## src/rtl/pin_bus_pkg.sv

```systemverilog
/* Shared widths, frame constants and controller states for the byte-serial memory bridge.
   Imported by the bridge RTL and referenced by the testbench and checker. */

package pin_bus_pkg;

  localparam int unsigned ADDR_W = 32;
  localparam int unsigned DATA_W = 32;
  localparam int unsigned BYTE_W = 8;

  typedef logic [ADDR_W-1:0] addr_t;      // Host byte address
  typedef logic [DATA_W-1:0] word_t;      // Write data and read data
  typedef logic [BYTE_W-1:0] pin_byte_t;  // One beat on an 8-bit pin group
  typedef logic [1:0]        beat_idx_t;  // Beat number inside a 4-beat phase

  // Frame format
  localparam int unsigned OUT_BEATS = 4;  // Marker plus three page address bytes
  localparam int unsigned IN_BEATS  = 4;  // Read word, low byte first

  localparam pin_byte_t MARK_READ  = 8'hFF;
  localparam pin_byte_t MARK_WRITE = 8'hFE;
  localparam pin_byte_t IDLE_BYTE  = 8'h00;  // uo_out between frames

  typedef enum logic [1:0] {
    IDLE,       // Waiting for a host request
    OUT_PHASE,  // Marker and address on uo_out
    IN_PHASE,   // Turnaround, then read bytes on uio_in
    ACK_WAIT    // Holding ack until req falls
  } ctrl_state_t;

endpackage

```

## src/rtl/pin_beat_if.sv

```systemverilog
/* Beat control from the frame controller to the transmit shifter and receive assembler.
   The controller drives every signal; the datapath modules only listen. */

`timescale 1ns/100ps

interface pin_beat_if;
  import pin_bus_pkg::*;

  logic      load;      // One-cycle pulse when a request is accepted
  logic      is_write;  // Frame direction, stable for the whole frame
  logic      out_en;    // Output beats in progress
  logic      in_en;     // Input beats in progress
  beat_idx_t beat_idx;  // Beat within the current phase

  modport ctrl (
    output load,
    output is_write,
    output out_en,
    output in_en,
    output beat_idx
  );

  modport tx (
    input load,
    input is_write,
    input out_en,
    input beat_idx
  );

  modport rx (
    input load,
    input in_en,
    input beat_idx
  );

endinterface

```

## src/rtl/pin_bus_ctrl.sv

```systemverilog
/* Frame controller of the memory bridge. Accepts a four-phase req/ack request,
   sequences the output beats, the read turnaround and input beats, then holds ack. */

`timescale 1ns/100ps

module pin_bus_ctrl (
  input  logic     clk,
  input  logic     reset,
  input  logic     req,
  input  logic     rw,
  output logic     ack,
  pin_beat_if.ctrl beat
);
  import pin_bus_pkg::*;

  ctrl_state_t state;
  beat_idx_t   cnt;         // Beat counter shared by both phases
  logic        is_write_q;
  logic        turn;        // Bus turnaround cycle ahead of the input beats
  logic        req_low;     // req sampled low while ack is high
  logic        last_out;
  logic        last_in;

  assign last_out = (cnt == beat_idx_t'(OUT_BEATS - 1));
  assign last_in  = (cnt == beat_idx_t'(IN_BEATS - 1));

  // Beat control seen by the datapath
  assign beat.load     = (state == IDLE) && req;  // Datapath latches the host fields here
  assign beat.is_write = is_write_q;
  assign beat.out_en   = (state == OUT_PHASE);
  assign beat.in_en    = (state == IN_PHASE) && !turn;
  assign beat.beat_idx = cnt;

  always_ff @(posedge clk) begin
    if (reset) begin
      state      <= IDLE;
      cnt        <= '0;
      is_write_q <= 1'b0;
      turn       <= 1'b0;
      req_low    <= 1'b0;
      ack        <= 1'b0;
    end else begin
      case (state)
        IDLE: begin
          if (req) begin
            state      <= OUT_PHASE;
            cnt        <= '0;
            is_write_q <= rw;  // Direction fixed for the frame
          end
        end

        OUT_PHASE: begin
          cnt <= cnt + 1'b1;  // Wraps to zero after the last beat
          if (last_out) begin
            if (is_write_q) begin
              state <= ACK_WAIT;
            end else begin
              state <= IN_PHASE;
              turn  <= 1'b1;
            end
          end
        end

        IN_PHASE: begin
          if (turn) begin
            turn <= 1'b0;  // uio released for one cycle before sampling
          end else begin
            cnt <= cnt + 1'b1;
            if (last_in) begin
              state <= ACK_WAIT;
            end
          end
        end

        ACK_WAIT: begin
          // ack falls one cycle after req is seen low
          if (!ack) begin
            ack <= 1'b1;
          end else if (req_low) begin
            ack     <= 1'b0;
            req_low <= 1'b0;
            state   <= IDLE;
          end else if (!req) begin
            req_low <= 1'b1;
          end
        end

        default: begin
          state <= IDLE;
        end
      endcase
    end
  end

endmodule

```

## src/rtl/pin_tx_shifter.sv

```systemverilog
/* Transmit side of the bridge. Latches a request on load and registers the marker,
   page address bytes, write data bytes and output enable for each output beat. */

`timescale 1ns/100ps

module pin_tx_shifter (
  input  logic                  clk,
  input  logic                  reset,
  input  pin_bus_pkg::addr_t    addr,
  input  pin_bus_pkg::word_t    wdata,
  pin_beat_if.tx                beat,
  output pin_bus_pkg::pin_byte_t uo_out,
  output pin_bus_pkg::pin_byte_t uio_out,
  output pin_bus_pkg::pin_byte_t uio_oe
);
  import pin_bus_pkg::*;

  logic [23:0] page_q;    // Address bits 31:8, the low byte never leaves the chip
  word_t       wdata_q;
  pin_byte_t   out_byte;

  // Request fields, held for the whole frame
  always_ff @(posedge clk) begin
    if (beat.load) begin
      page_q  <= addr[31:8];
      wdata_q <= wdata;
    end
  end

  always_comb begin
    case (beat.beat_idx)
      beat_idx_t'(0): out_byte = beat.is_write ? MARK_WRITE : MARK_READ;
      beat_idx_t'(1): out_byte = page_q[7:0];
      beat_idx_t'(2): out_byte = page_q[15:8];
      default:        out_byte = page_q[23:16];
    endcase
  end

  always_ff @(posedge clk) begin
    if (reset) begin
      uo_out  <= IDLE_BYTE;
      uio_out <= '0;
      uio_oe  <= '0;
    end else if (beat.out_en) begin
      uo_out  <= out_byte;
      uio_out <= wdata_q[8*beat.beat_idx +: 8];  // Low byte first
      uio_oe  <= beat.is_write ? '1 : '0;        // Reads leave uio to the device
    end else begin
      uo_out <= IDLE_BYTE;
      uio_oe <= '0;  // uio_out keeps its last byte
    end
  end

endmodule

```

## src/rtl/pin_rx_assembler.sv

```systemverilog
/* Receive side of the bridge. Builds the 32-bit read word from the input beats
   of a read frame; the word is cleared at the start of every frame. */

`timescale 1ns/100ps

module pin_rx_assembler (
  input  logic                   clk,
  input  logic                   reset,
  input  pin_bus_pkg::pin_byte_t uio_in,
  pin_beat_if.rx                 beat,
  output pin_bus_pkg::word_t     rdata
);

  // rdata is the assembled word itself
  always_ff @(posedge clk) begin
    if (reset) begin
      rdata <= '0;
    end else if (beat.load) begin
      rdata <= '0;  // A write frame leaves it at zero
    end else if (beat.in_en) begin
      rdata[8*beat.beat_idx +: 8] <= uio_in;  // Byte lane picked by beat number
    end
  end

endmodule

```

## src/rtl/pin_bus_bridge.sv

```systemverilog
/* Top level of the byte-serial memory bridge. Carries a 32-bit host request
   over the 8-bit uo/uio pins using a four-phase req/ack handshake. */

`timescale 1ns/100ps

module pin_bus_bridge (
  input  logic        clk,
  input  logic        reset,
  // Host port
  input  logic        req,
  input  logic        rw,       // High for write
  input  logic [31:0] addr,
  input  logic [31:0] wdata,
  output logic        ack,
  output logic [31:0] rdata,
  // Pins
  output logic [7:0]  uo_out,
  output logic [7:0]  uio_out,
  output logic [7:0]  uio_oe,
  input  logic [7:0]  uio_in
);

  pin_beat_if beat ();

  pin_bus_ctrl u_ctrl (
    .clk   (clk),
    .reset (reset),
    .req   (req),
    .rw    (rw),
    .ack   (ack),
    .beat  (beat.ctrl)
  );

  pin_tx_shifter u_tx (
    .clk     (clk),
    .reset   (reset),
    .addr    (addr),
    .wdata   (wdata),
    .beat    (beat.tx),
    .uo_out  (uo_out),
    .uio_out (uio_out),
    .uio_oe  (uio_oe)
  );

  pin_rx_assembler u_rx (
    .clk    (clk),
    .reset  (reset),
    .uio_in (uio_in),
    .beat   (beat.rx),
    .rdata  (rdata)
  );

endmodule

```

## config.mk

```make
export PLATFORM = sky130hd
export DESIGN_NAME = pin_bus_bridge
export DESIGN_NICKNAME = d
export VERILOG_FILES = /design/src/rtl/pin_bus_pkg.sv /design/src/rtl/pin_beat_if.sv /design/src/rtl/pin_bus_ctrl.sv /design/src/rtl/pin_tx_shifter.sv /design/src/rtl/pin_rx_assembler.sv /design/src/rtl/pin_bus_bridge.sv
export SDC_FILE = /design/constraint.sdc
export NUM_CORES = 1
export LEC_CHECK = 0
export ABC_CLOCK_PERIOD_IN_PS = 3410
export BUFFER_PORTS_ARGS = -buffer_cell sky130_fd_sc_hd__buf_4
export CORE_MARGIN = 1
export CORE_UTILIZATION = 51
export CTS_CLUSTER_SIZE = 25
export DETAILED_ROUTE_END_ITERATION = 6
export PLACE_DENSITY_LB_ADDON = 0.05
export REMOVE_ABC_BUFFERS = 1
export SKIP_LAST_GASP = 1
export SLEW_MARGIN = 20
export SYNTH_ARGS = -nofsm -noshare
export SYNTH_HDL_FRONTEND = slang
export SYNTH_SLANG_ARGS = --single-unit
```

## constraint.sdc

```tcl
create_clock -name clk -period 3.41 [get_ports clk]
set_clock_uncertainty 0.2 [all_clocks]
set_input_delay 0.682 -clock clk [delete_from_list [all_inputs] [get_ports clk]]
set_output_delay 0.682 -clock clk [all_outputs]
set_load 0.1 [all_outputs]
```

==> run_results.csv, run 1 <==
group,metric,value,unit
status,status,"completed",
yosys,synth-xor-area-share,0,%
final_layout,num-nets-final,526,
worst_setup_path,critPathKind,"flip-flop to flip-flop",
final_layout,drive_gt1_share,38.2,%
place,place_area,5320,um2
yosys,synth_flop_cell,"dfxtp_1",
sta,drv_slew,0,
clocking,path_clk_slew,0.06,ns
routing,ant_nets,0,
clocking,h-tree-depth,4,
final_layout,area_growth,36.0,%
sta,maxSlewHeadroom,49.1,%
worst_setup_path,cp_slowest_stage_delay,0.68,ns
place,place_congestion,0.750,
yosys,ys_warn_count,0,
yosys,syn_area,4330,um2
final_layout,instances_no_fill,555,
yosys,synth_most_common_cell,"dfxtp_1",
min_path,hold_class,"input port to flip-flop",
grt,grt_pass1_vias,2831,
clocking,clock_sinks,113,
yosys,synthTopCellsByCount,"57 x dfxtp_1, 56 x edfxtp_1, 26 x nor2_1",
clocking,cts_made_buffers,17,
sta,finalHoldViolations,0,
yosys,ys_seq_elements,113,
routing,via_count,2952,
die,core,8220,um2
routing,wl,8640,um
yosys,netlist.area_leader.share,38.9,%
worst_setup_path,path_cells,"inv_1, ha_1, a21o_1, a21oi_1, a22o_1",
worst_setup_path,end_kind,"flip-flop",
final_layout,diodes,0,
die,die_width,94.1,um
routing,drc,0,
place,io_buffer_count,124,
grt,grt_pass1_wl,13800,um
pwr,leakagePower,2.41,nW
sta,grt_setup_unrepaired,"no",
run,cap_violations,0,
yosys,muxShareOfSynthArea,8.33,%
sta,setup_tns,0,ns
clocking,root_buffer,"clkbuf_8",
die,pin_count,133,
grt,gr-total-overflow,0,
clocking,cts_tree,"done",
yosys,syn_avg_cell_area,13.9,um2
routing,initialDrtViolationCount,117,
clocking,hold_buffers,0,
sta,min_period,2.43,ns
sta,setup_violations,0,
worst_setup_path,critPathBufInv,1,
yosys,ys_seq_area_share,65.2,%
yosys,synth_cell_type_count,41,
worst_setup_path,startpoint_type,"flip-flop",
routing,via_per_inst,5.32,
worst_setup_path,crit_fanout,20,
routing,dr.pass1.iters,5,
clocking,clockBufferDepth,2,
yosys,synth_area_leader_cell,"edfxtp_1",
sta,period_share,71.1,%
place,hpwlAfterDp,5810,um
yosys,yosys.area_share.simple,9.69,%
pwr,total_power,0.00495,W
clocking,post-cts-setup-buffers,0,
yosys,synth_adder_area_share,3.47,%
final_layout,finalInstanceArea,5880,um2
pwr,pwr_density_cell,841,nW/um2
worst_setup_path,crit_family,"compound AO/OA/AOI/OAI gates",
yosys,synthCells,311,
die,core.rowCount,33,
pwr,peakVddDrop,0.431,mV
clocking,worstSkewPairLatency,0.50,ns
die,dieArea,8860,um2
sta,fmax,412,MHz
place,placed_cells,524,
yosys,synth_compound_area_share,10.2,%
sta,worst_pin_slew,0.762,ns
die,die-height,94.1,um
yosys,synth_top_family_by_area,"compound AO/OA/AOI/OAI gates",
grt,antenna_found_initial,0,
routing,post_drt_wl_per_cell,15.6,um
die,start_util,52.7,%
yosys,synth_edf_count,56,
grt,grt_util_all_layers,21.2,%
clocking,ctsResizeCount,0,
worst_setup_path,critPathRequiredTime,3.65,ns
worst_setup_path,arrival,2.66,ns
worst_setup_path,slowest_stage,"a21oi_1",
yosys,synthTopCellsByArea,"edfxtp_1 39%, dfxtp_1 26%, mux2i_1 4.2%, mux4_2 4.2%, ha_1 3.5%",
yosys,synthArstFlopShare,0,%
grt,grt_max_degree,33,
## path summary, 6_finish.rpt
kind / startpoint / to / slack (ns) / cells past startpoint
worst max register to register: u_ctrl.state[0] / u_rx.rdata[16] / 0.98 / 5
worst min register to register: u_rx.rdata[4] / u_rx.rdata[4] / 0.25 / 2
worst min-delay path: addr[21] / u_tx.page_q[13] / 0.16 / 1
worst max-delay path: u_ctrl.state[0] / u_rx.rdata[16] / 0.98 / 5
## stage by stage
stage | utilization (%) | setup slack, ns | hold WS [ns]
after global placement | 64.7 | 0.982 | 0.243
after detailed placement | 64.7 | 0.907 | 0.247
after global routing | 71.6 | 0.826 | 0.134
final | 71.6 | 0.985 | 0.155
after CTS | 71.6 | 1.00 | 0.137
after floorplan | - | -2.89 | 0.252
## cell families (layout without fill, tap and decap cells)
logic type | Yosys count | count (layout)
AOI/OAI and AO/OA | 56 | 56
adders and majority gates | 12 | 12
buffers and inverters | 28 | 167
DFF | 113 | 113
muxes | 26 | 26
and+or+nand+nor | 76 | 76
## worst reg2reg max path: stages (launching register included)
cell and delay, ns:
dfxtp_1 0.44, inv_1 0.12, ha_1 0.23, a21o_1 0.41, a21oi_1 0.68, a22o_1 0.27
## state kept, by name (all words and copies together) (netlist names)
name / cells
u_tx.wdata_q: 32
u_tx.uo_out: 8
u_tx.uio_oe: 1
u_ctrl.req_low: 1
u_tx.page_q: 24
u_rx.rdata: 32
u_ctrl.state: 2
u_ctrl.turn: 1
u_ctrl.beat.is_write: 1
u_ctrl.ack: 1
u_tx.uio_out: 8
u_ctrl.beat.beat_idx: 2
## power breakdown
| group | switching, W | internal, W | leakage (nW) | total, W |
|---|---|---|---|---|
| clock network | 0.000570 | 0.00110 | 0.266 | 0.00167 |
| registers | 0.0000972 | 0.00172 | 0.997 | 0.00181 |
| logic | 0.00101 | 0.000459 | 1.15 | 0.00146 |
## area by class of cell
class | instances | area, um2
well taps | 105 | 131
clock inverters | 12 | 143
clock buffers | 19 | 422
inverters | 7 | 26.3
repair buffers | 129 | 968
fillers | 571 | 2330
flip-flops and latches | 113 | 2820
multi-input cells | 170 | 1370
## cells in the final DEF (no fill, tap or decap), drive strengths merged, types with 3 or more instances in the layout
cell,count
clkbuf,19
clkinvlp,3
dfxtp,57
o31ai,3
nand2,19
bufinv,3
nand2b,4
nor2,26
a21oi,13
ha,12
inv,7
clkinv,6
a22o,16
mux4,8
nand3,8
a221o,6
buf,129
mux2i,18
a32oi,8
edfxtp,56
## metal layers
metal	share of wire [%]	wire, um	GRT usage [%]
met1	44	3790	26.7
met2	49	4230	34.1
met3	5.7	494	5.58
met4	1.5	132	9.87
met5	0	0	0
No activity file was read; power rests on OpenSTA's default activity.
==> inputs of run 2 (changes only) <==
--- a/config.mk
+++ b/config.mk
@@ -5,10 +5,11 @@
 export SDC_FILE = /design/constraint.sdc
 export NUM_CORES = 1
 export LEC_CHECK = 0
-export ABC_CLOCK_PERIOD_IN_PS = 3410
+export ABC_AREA = 1
+export ABC_CLOCK_PERIOD_IN_PS = 2500
 export BUFFER_PORTS_ARGS = -buffer_cell sky130_fd_sc_hd__buf_4
 export CORE_MARGIN = 1
-export CORE_UTILIZATION = 51
+export CORE_UTILIZATION = 52
 export CTS_CLUSTER_SIZE = 25
 export DETAILED_ROUTE_END_ITERATION = 6
 export PLACE_DENSITY_LB_ADDON = 0.05
==> constraint.sdc (replaced) <==
create_clock -name clk -period 2.5 [get_ports clk]
set_clock_uncertainty 0.2 [all_clocks]
set_input_delay 0.5 -clock clk [delete_from_list [all_inputs] [get_ports clk]]
set_output_delay 0.5 -clock clk [all_outputs]
set_load 0.1 [all_outputs]
==> run 2 against run 1 <==
Non-clock buffer count rose by 56. Critical endpoint is now u_rx.rdata[10]. First-iteration DRC count increased by 0.85%. Global-route usage is 3.7 points higher. Final cell count grew 38%.
==> run_results.csv, run 2 <==
group,metric,value,unit
grt,grt_pass1_vias,3886,
clocking,clockBufferDepth,2,
run,cap_violations,0,
sta,drv_slew,0,
die,dieArea,9380,um2
grt,grt_util_all_layers,24.9,%
final_layout,fill_cells,573,
yosys,synth_cell_type_count,28,
pwr,total_power,0.00729,W
worst_setup_path,critPathBufInv,3,
die,start_util,53.7,%
yosys,synth_most_common_cell,"nand2_1",
min_path,hold_class,"input port to flip-flop",
sta,fmax,472,MHz
final_layout,layout_common_cells,"128 x buf_4, 94 x nand2_1, 69 x nor2_1",
place,place_area,5620,um2
sta,whs,0.0931,ns
die,core,8720,um2
die,die_width,96.9,um
place,place_congestion,0.772,
yosys,netlist.area_leader.share,35.9,%
sta,grt_setup_unrepaired,"no",
yosys,synth_flop_cell,"dfxtp_1",
die,core.rowCount,34,
routing,via_count,3864,
min_path,worstHoldStart,"uio_in[4]",
clocking,clock_sinks,113,
clocking,root_buffer,"clkbuf_8",
sta,maxSlewHeadroom,57.1,%
yosys,synthArstFlopShare,0,%
grt,gr-total-overflow,0,
yosys,synth_edf_count,56,
yosys,syn_area,4680,um2
worst_setup_path,startpoint_type,"flip-flop",
worst_setup_path,crit_family,"buffers and inverters",
final_layout,diodes,0,
final_layout,area_growth,43.0,%
clocking,h-tree-depth,4,
final_layout,reg.largest.list,"u_rx.rdata x32, u_tx.wdata_q x32, u_tx.page_q x24",
place,hpwlAfterDp,6800,um
yosys,synth_area_leader_cell,"edfxtp_1",
grt,grt_pass1_wl,18300,um
worst_setup_path,crit_fanout,24,
yosys,synthTopCellsByCount,"94 x nand2_1, 69 x nor2_1, 57 x dfxtp_1",
pwr,peakVddDrop,0.659,mV
pwr,pwr_density_cell,1090,nW/um2
final_layout,finalInstanceArea,6690,um2
sta,min_period,2.12,ns
grt,antenna_found_initial,0,
final_layout,final_common_cell,"buf_4",
status,status,"completed",
final_layout,num-nets-final,733,
yosys,synthCells,464,
worst_setup_path,crit_path_start,"u_ctrl.state[0]",
worst_setup_path,cp_slowest_stage_delay,0.47,ns
yosys,ys_warn_count,0,
routing,initialDrtViolationCount,118,
routing,post_drt_wl_per_cell,14.6,um
worst_setup_path,path_cells,"inv_1, ha_1, nand2_1, inv_2, nor2_4, inv_2, a21oi_1",
routing,dr.pass1.iters,4,
grt,grt_max_degree,47,
yosys,ys_seq_elements,113,
worst_setup_path,critPathKind,"flip-flop to flip-flop",
worst_setup_path,critPathRequiredTime,2.66,ns
die,pin_count,133,
place,io_buffer_count,124,
clocking,worstSkewPairLatency,0.50,ns
sta,finalHoldViolations,0,
worst_setup_path,slowest_stage,"inv_2",
die,die-height,96.9,um
routing,drc,0,
yosys,synthTopCellsByArea,"edfxtp_1 36%, dfxtp_1 24%, nand2_1 7.5%, nor2_1 5.5%, a21oi_2 3.9%",
yosys,syn_avg_cell_area,10.1,um2
sta,worst_pin_slew,0.642,ns
clocking,cts_made_buffers,17,
worst_setup_path,arrival,2.28,ns
routing,wl,11200,um
yosys,ys_seq_area_share,60.3,%
pwr,leakagePower,2.75,nW
routing,ant_nets,0,
sta,setup_violations,0,
worst_setup_path,end_kind,"flip-flop",
routing,via_per_inst,5.04,
worst_setup_path,critical_path.most_common_cell,"inv_2",
sta,setup_tns,0,ns
final_layout,utilization,76.7,%
worst_setup_path,r2r-start,"u_ctrl.state[0]",
sta,period_share,84.7,%
clocking,cts_tree,"done",
final_layout,drive_gt1_share,30.2,%
clocking,path_clk_slew,0.06,ns
==> run 2: cell count changes after synthesis, moves of 16 or more <==
cell / change
a21oi_2: +21
nand2_1: +75
nor2_1: +43
nand3_1: +20
a22o_1: -16
o21ai_0: +28
mux2i_1: -18
==> run 2: final timing paths <==
kind	end	slack, ns	cells after the start
setup / recovery	u_rx.rdata[10]	0.38	7
hold / removal	u_rx.rdata[4]	0.09	3
setup reg to reg	u_rx.rdata[10]	0.38	7
hold reg to reg	u_rx.rdata[8]	0.27	2
==> run 2: cells by family after synthesis <==
| family | share of synthesized area [%] |
|---|---|
| AND/OR/NAND/NOR | 19.7 |
| flip-flops | 60.3 |
| buffers and inverters | 6.12 |
| AO/OA/AOI/OAI | 10.7 |
| adder cells (fa/ha/maj) | 3.21 |
==> run 2: stage by stage <==
stage | setup slack [ns] | std cells
global route | 0.196 | 766
finish | 0.381 | 766
CTS | 0.362 | 766
global placement | 0.438 | 678
detailed placement | 0.395 | 678
floorplan | -3.62 | 441
==> run 2: per-layer routing <==
layer / wire length, um / up-vias / global-route usage [%]
li1: - / 1912 / -
met1: 4530 / 1799 / 29.0
met2: 5800 / 137 / 42.6
met3: 635 / 16 / 6.58
met4: 212 / 0 / 12.1
met5: 0 / - / 0
==> run 2: power breakdown <==
group	switching (W)	leakage [nW]	internal, W
Sequential	0.000147	0.993	0.00235
Combinational	0.00205	1.53	0.000720
Clock	0.000824	0.230	0.00120
Total	0.00302	2.75	0.00427
==> run 2: what timing repair did <==
action | in CTS | in global routing
hold buffers | 56 | 0
resized for setup | 0 | 0
hold endpoints to repair | 56 | 0
setup buffers | 0 | 0
==> run 2: worst register-to-register path, cell delays in order, from the launching register on <==
cell and delay [ns]:
dfxtp_1 0.34, inv_1 0.17, ha_1 0.20, nand2_1 0.12, inv_2 0.28, nor2_4 0.11
inv_2 0.47, a21oi_1 0.09
==> run 2: layout make-up <==
cell class,count,area (um2),share of cell area (%)
clock inverter,14,92.6,1.38
timing repair buffer,185,1540,23.0
sequential,113,2820,42.2
clock buffer,18,418,6.25
tap,108,135,2.02
multi-input combinational,300,1570,23.5
inverter,28,110,1.65
==> inputs of run 3 (changes only) <==
--- a/config.mk
+++ b/config.mk
@@ -6,7 +6,7 @@
 export NUM_CORES = 1
 export LEC_CHECK = 0
 export ABC_AREA = 1
-export ABC_CLOCK_PERIOD_IN_PS = 2500
+export ABC_CLOCK_PERIOD_IN_PS = 2100
 export BUFFER_PORTS_ARGS = -buffer_cell sky130_fd_sc_hd__buf_4
 export CORE_MARGIN = 1
 export CORE_UTILIZATION = 52
==> constraint.sdc (replaced) <==
create_clock -name clk -period 2.1 [get_ports clk]
set_clock_uncertainty 0.2 [all_clocks]
set_input_delay 0.42 -clock clk [delete_from_list [all_inputs] [get_ports clk]]
set_output_delay 0.42 -clock clk [all_outputs]
set_load 0.1 [all_outputs]
==> run 3 against run 2 <==
Non-clock buffer count up 7. Flip-flop and latch count unchanged. Critical path depth grew 1. Core utilization rose by 1.7 points. Via count is 0.78% higher. Total power increased by 26%. Worst hold slack lost 0.077 ns. Maximum frequency rose by 10%. Global-route usage grew 0.96 points. Final area up 2.2%. Routed wire length is 4.5% higher. First-iteration DRC count is 9.3% higher. Critical path type unchanged.
==> run_results.csv, run 3 (synthesized netlist as in run 2, its figures left out) <==
group,metric,value,unit
status,status,"completed",
place,place_congestion,0.788,
sta,worst_pin_slew,0.472,ns
routing,via_count,3894,
min_path,worstHoldStart,"uio_in[4]",
worst_setup_path,r2r-end,"u_rx.rdata[8]",
final_layout,num-nets-final,740,
sta,drv_slew,0,
place,io_buffer_count,124,
routing,via_per_inst,5.04,
final_layout,area_growth,46.2,%
final_layout,reg.largest.list,"u_rx.rdata x32, u_tx.wdata_q x32, u_tx.page_q x24",
sta,finalHoldViolations,0,
routing,wl,11700,um
sta,fmax,520,MHz
die,dieArea,9380,um2
worst_setup_path,cp_slowest_stage_delay,0.45,ns
sta,min_period,1.92,ns
worst_setup_path,startpoint_type,"flip-flop",
sta,grt_setup_unrepaired,"no",
final_layout,diodes,0,
pwr,pwr_density_cell,1350,nW/um2
routing,dr.pass1.iters,5,
routing,initialDrtViolationCount,129,
min_path,min_to,"u_rx.rdata[20]",
grt,grt_max_degree,57,
die,pin_count,133,
routing,drc,0,
clocking,h-tree-depth,4,
sta,period_share,91.5,%
pwr,leakagePower,2.84,nW
worst_setup_path,slowest_stage,"dfxtp_1",
die,core.rowCount,34,
routing,post_drt_wl_per_cell,15.1,um
worst_setup_path,critPathBufInv,3,
grt,gr-total-overflow,0,
die,die_width,96.9,um
routing,ant_nets,0,
final_layout,final_common_cell,"buf_4",
clocking,cts_tree,"done",
die,core,8720,um2
sta,setup_tns,0,ns
final_layout,drive_gt1_share,31.1,%
final_layout,finalInstanceArea,6840,um2
worst_setup_path,arrival,2.15,ns
place,hpwlAfterDp,6550,um
worst_setup_path,critPathRequiredTime,2.33,ns
min_path,hold_class,"input port to flip-flop",
clocking,clockBufferDepth,2,
pwr,peakVddDrop,0.742,mV
grt,grt_util_all_layers,25.9,%
worst_setup_path,crit_fanout,17,
sta,maxSlewHeadroom,68.5,%
worst_setup_path,end_kind,"flip-flop",
die,start_util,53.7,%
worst_setup_path,path_cells,"inv_2, buf_4, ha_1, inv_2, nand2_1, nor2_1, nand2_1, a21oi_1",
die,die-height,96.9,um
grt,antenna_found_initial,0,
place,placed_cells,682,
clocking,root_buffer,"clkbuf_8",
worst_setup_path,crit_family,"buffers and inverters",
place,place_area,5650,um2
min_path,hold_depth,3,
clocking,post-cts-setup-buffers,0,
worst_setup_path,r2r-start,"u_ctrl.beat.beat_idx[1]",
final_layout,instances_no_fill,773,
clocking,worstSkewPairLatency,0.51,ns
worst_setup_path,rrSetupSlack,0.18,ns
clocking,path_clk_slew,0.06,ns
final_layout,layout_common_cells,"132 x buf_4, 94 x nand2_1, 69 x nor2_1",
sta,setup_violations,0,
clocking,clock_sinks,113,
run,cap_violations,0,
clocking,cts_made_buffers,17,
grt,grt_pass1_vias,3860,
worst_setup_path,rr_worst_depth,8,
worst_setup_path,critPathKind,"flip-flop to flip-flop",
grt,grt_pass1_wl,18700,um
-- run 3: stage by stage --
step / setup WS [ns] / util, % / total power [W] / hold slack (ns)
floorplan: -3.94 / - / 0.00537 / 0.244
global placement: 0.160 / 64.8 / 0.00616 / 0.256
detailed placement: 0.126 / 64.8 / 0.00622 / 0.259
CTS: 0.0857 / 78.4 / 0.00920 / 0.00138
global route: 0.0339 / 78.5 / 0.00965 / 0.0100
finish: 0.178 / 78.5 / 0.00921 / 0.0161
-- run 3: layer usage --
metal  vias up  share of wire (%)  track usage, %  wire (um)
met4         0                1.5            10.2        176
met3        12                5.5            6.86        641
met2       153                 53            45.3       6160
met1      1799                 40            30.1       4710
met5         -                  0               0          0
li1       1930                  -               -          -
-- run 3: worst register-to-register path, cell delays in order (launching register included) --
cell     delay [ns]
dfxtp_1        0.45
inv_2          0.06
buf_4          0.18
ha_1           0.23
inv_2          0.24
nand2_1        0.10
nor2_1         0.16
nand2_1        0.09
a21oi_1        0.15
-- run 3: worst max-delay path by stage --
| stage | slack [ns] | to | depth (start not counted) | from |
|---|---|---|---|---|
| global placement | 0.16 | u_rx.rdata[31] | 6 | u_ctrl.state[0] |
| global route | 0.03 | u_rx.rdata[7] | 7 | u_ctrl.beat.beat_idx[1] |
| floorplan | -3.94 | uio_oe[0] | 0 | u_tx.uio_oe[6] |
| CTS | 0.09 | u_rx.rdata[8] | 6 | u_ctrl.state[0] |
| finish | 0.18 | u_rx.rdata[8] | 8 | u_ctrl.beat.beat_idx[1] |
| detailed placement | 0.13 | u_rx.rdata[31] | 6 | u_ctrl.state[0] |
-- run 3: power breakdown --
part / internal [W] / switching, W / total (W)
Combinational: 0.000895 / 0.00247 / 0.00336
Clock: 0.00176 / 0.00111 / 0.00287
Sequential: 0.00279 / 0.000182 / 0.00298
-- run 3: what timing repair did --
item	in CTS	in global routing
gates resized for setup	0	3
hold buffers	59	0
endpoints found under the setup margin	0	16
endpoints found under the hold margin	59	0
-- run 3: final cells by class --
class                      count  area [um2]
sequential                   113        2820
fill                         582        1880
timing repair buffer         192        1600
multi-input combinational    300        1570
clock buffer                  18         428
clock inverter                14         168
tap                          108         135
inverter                      28         113
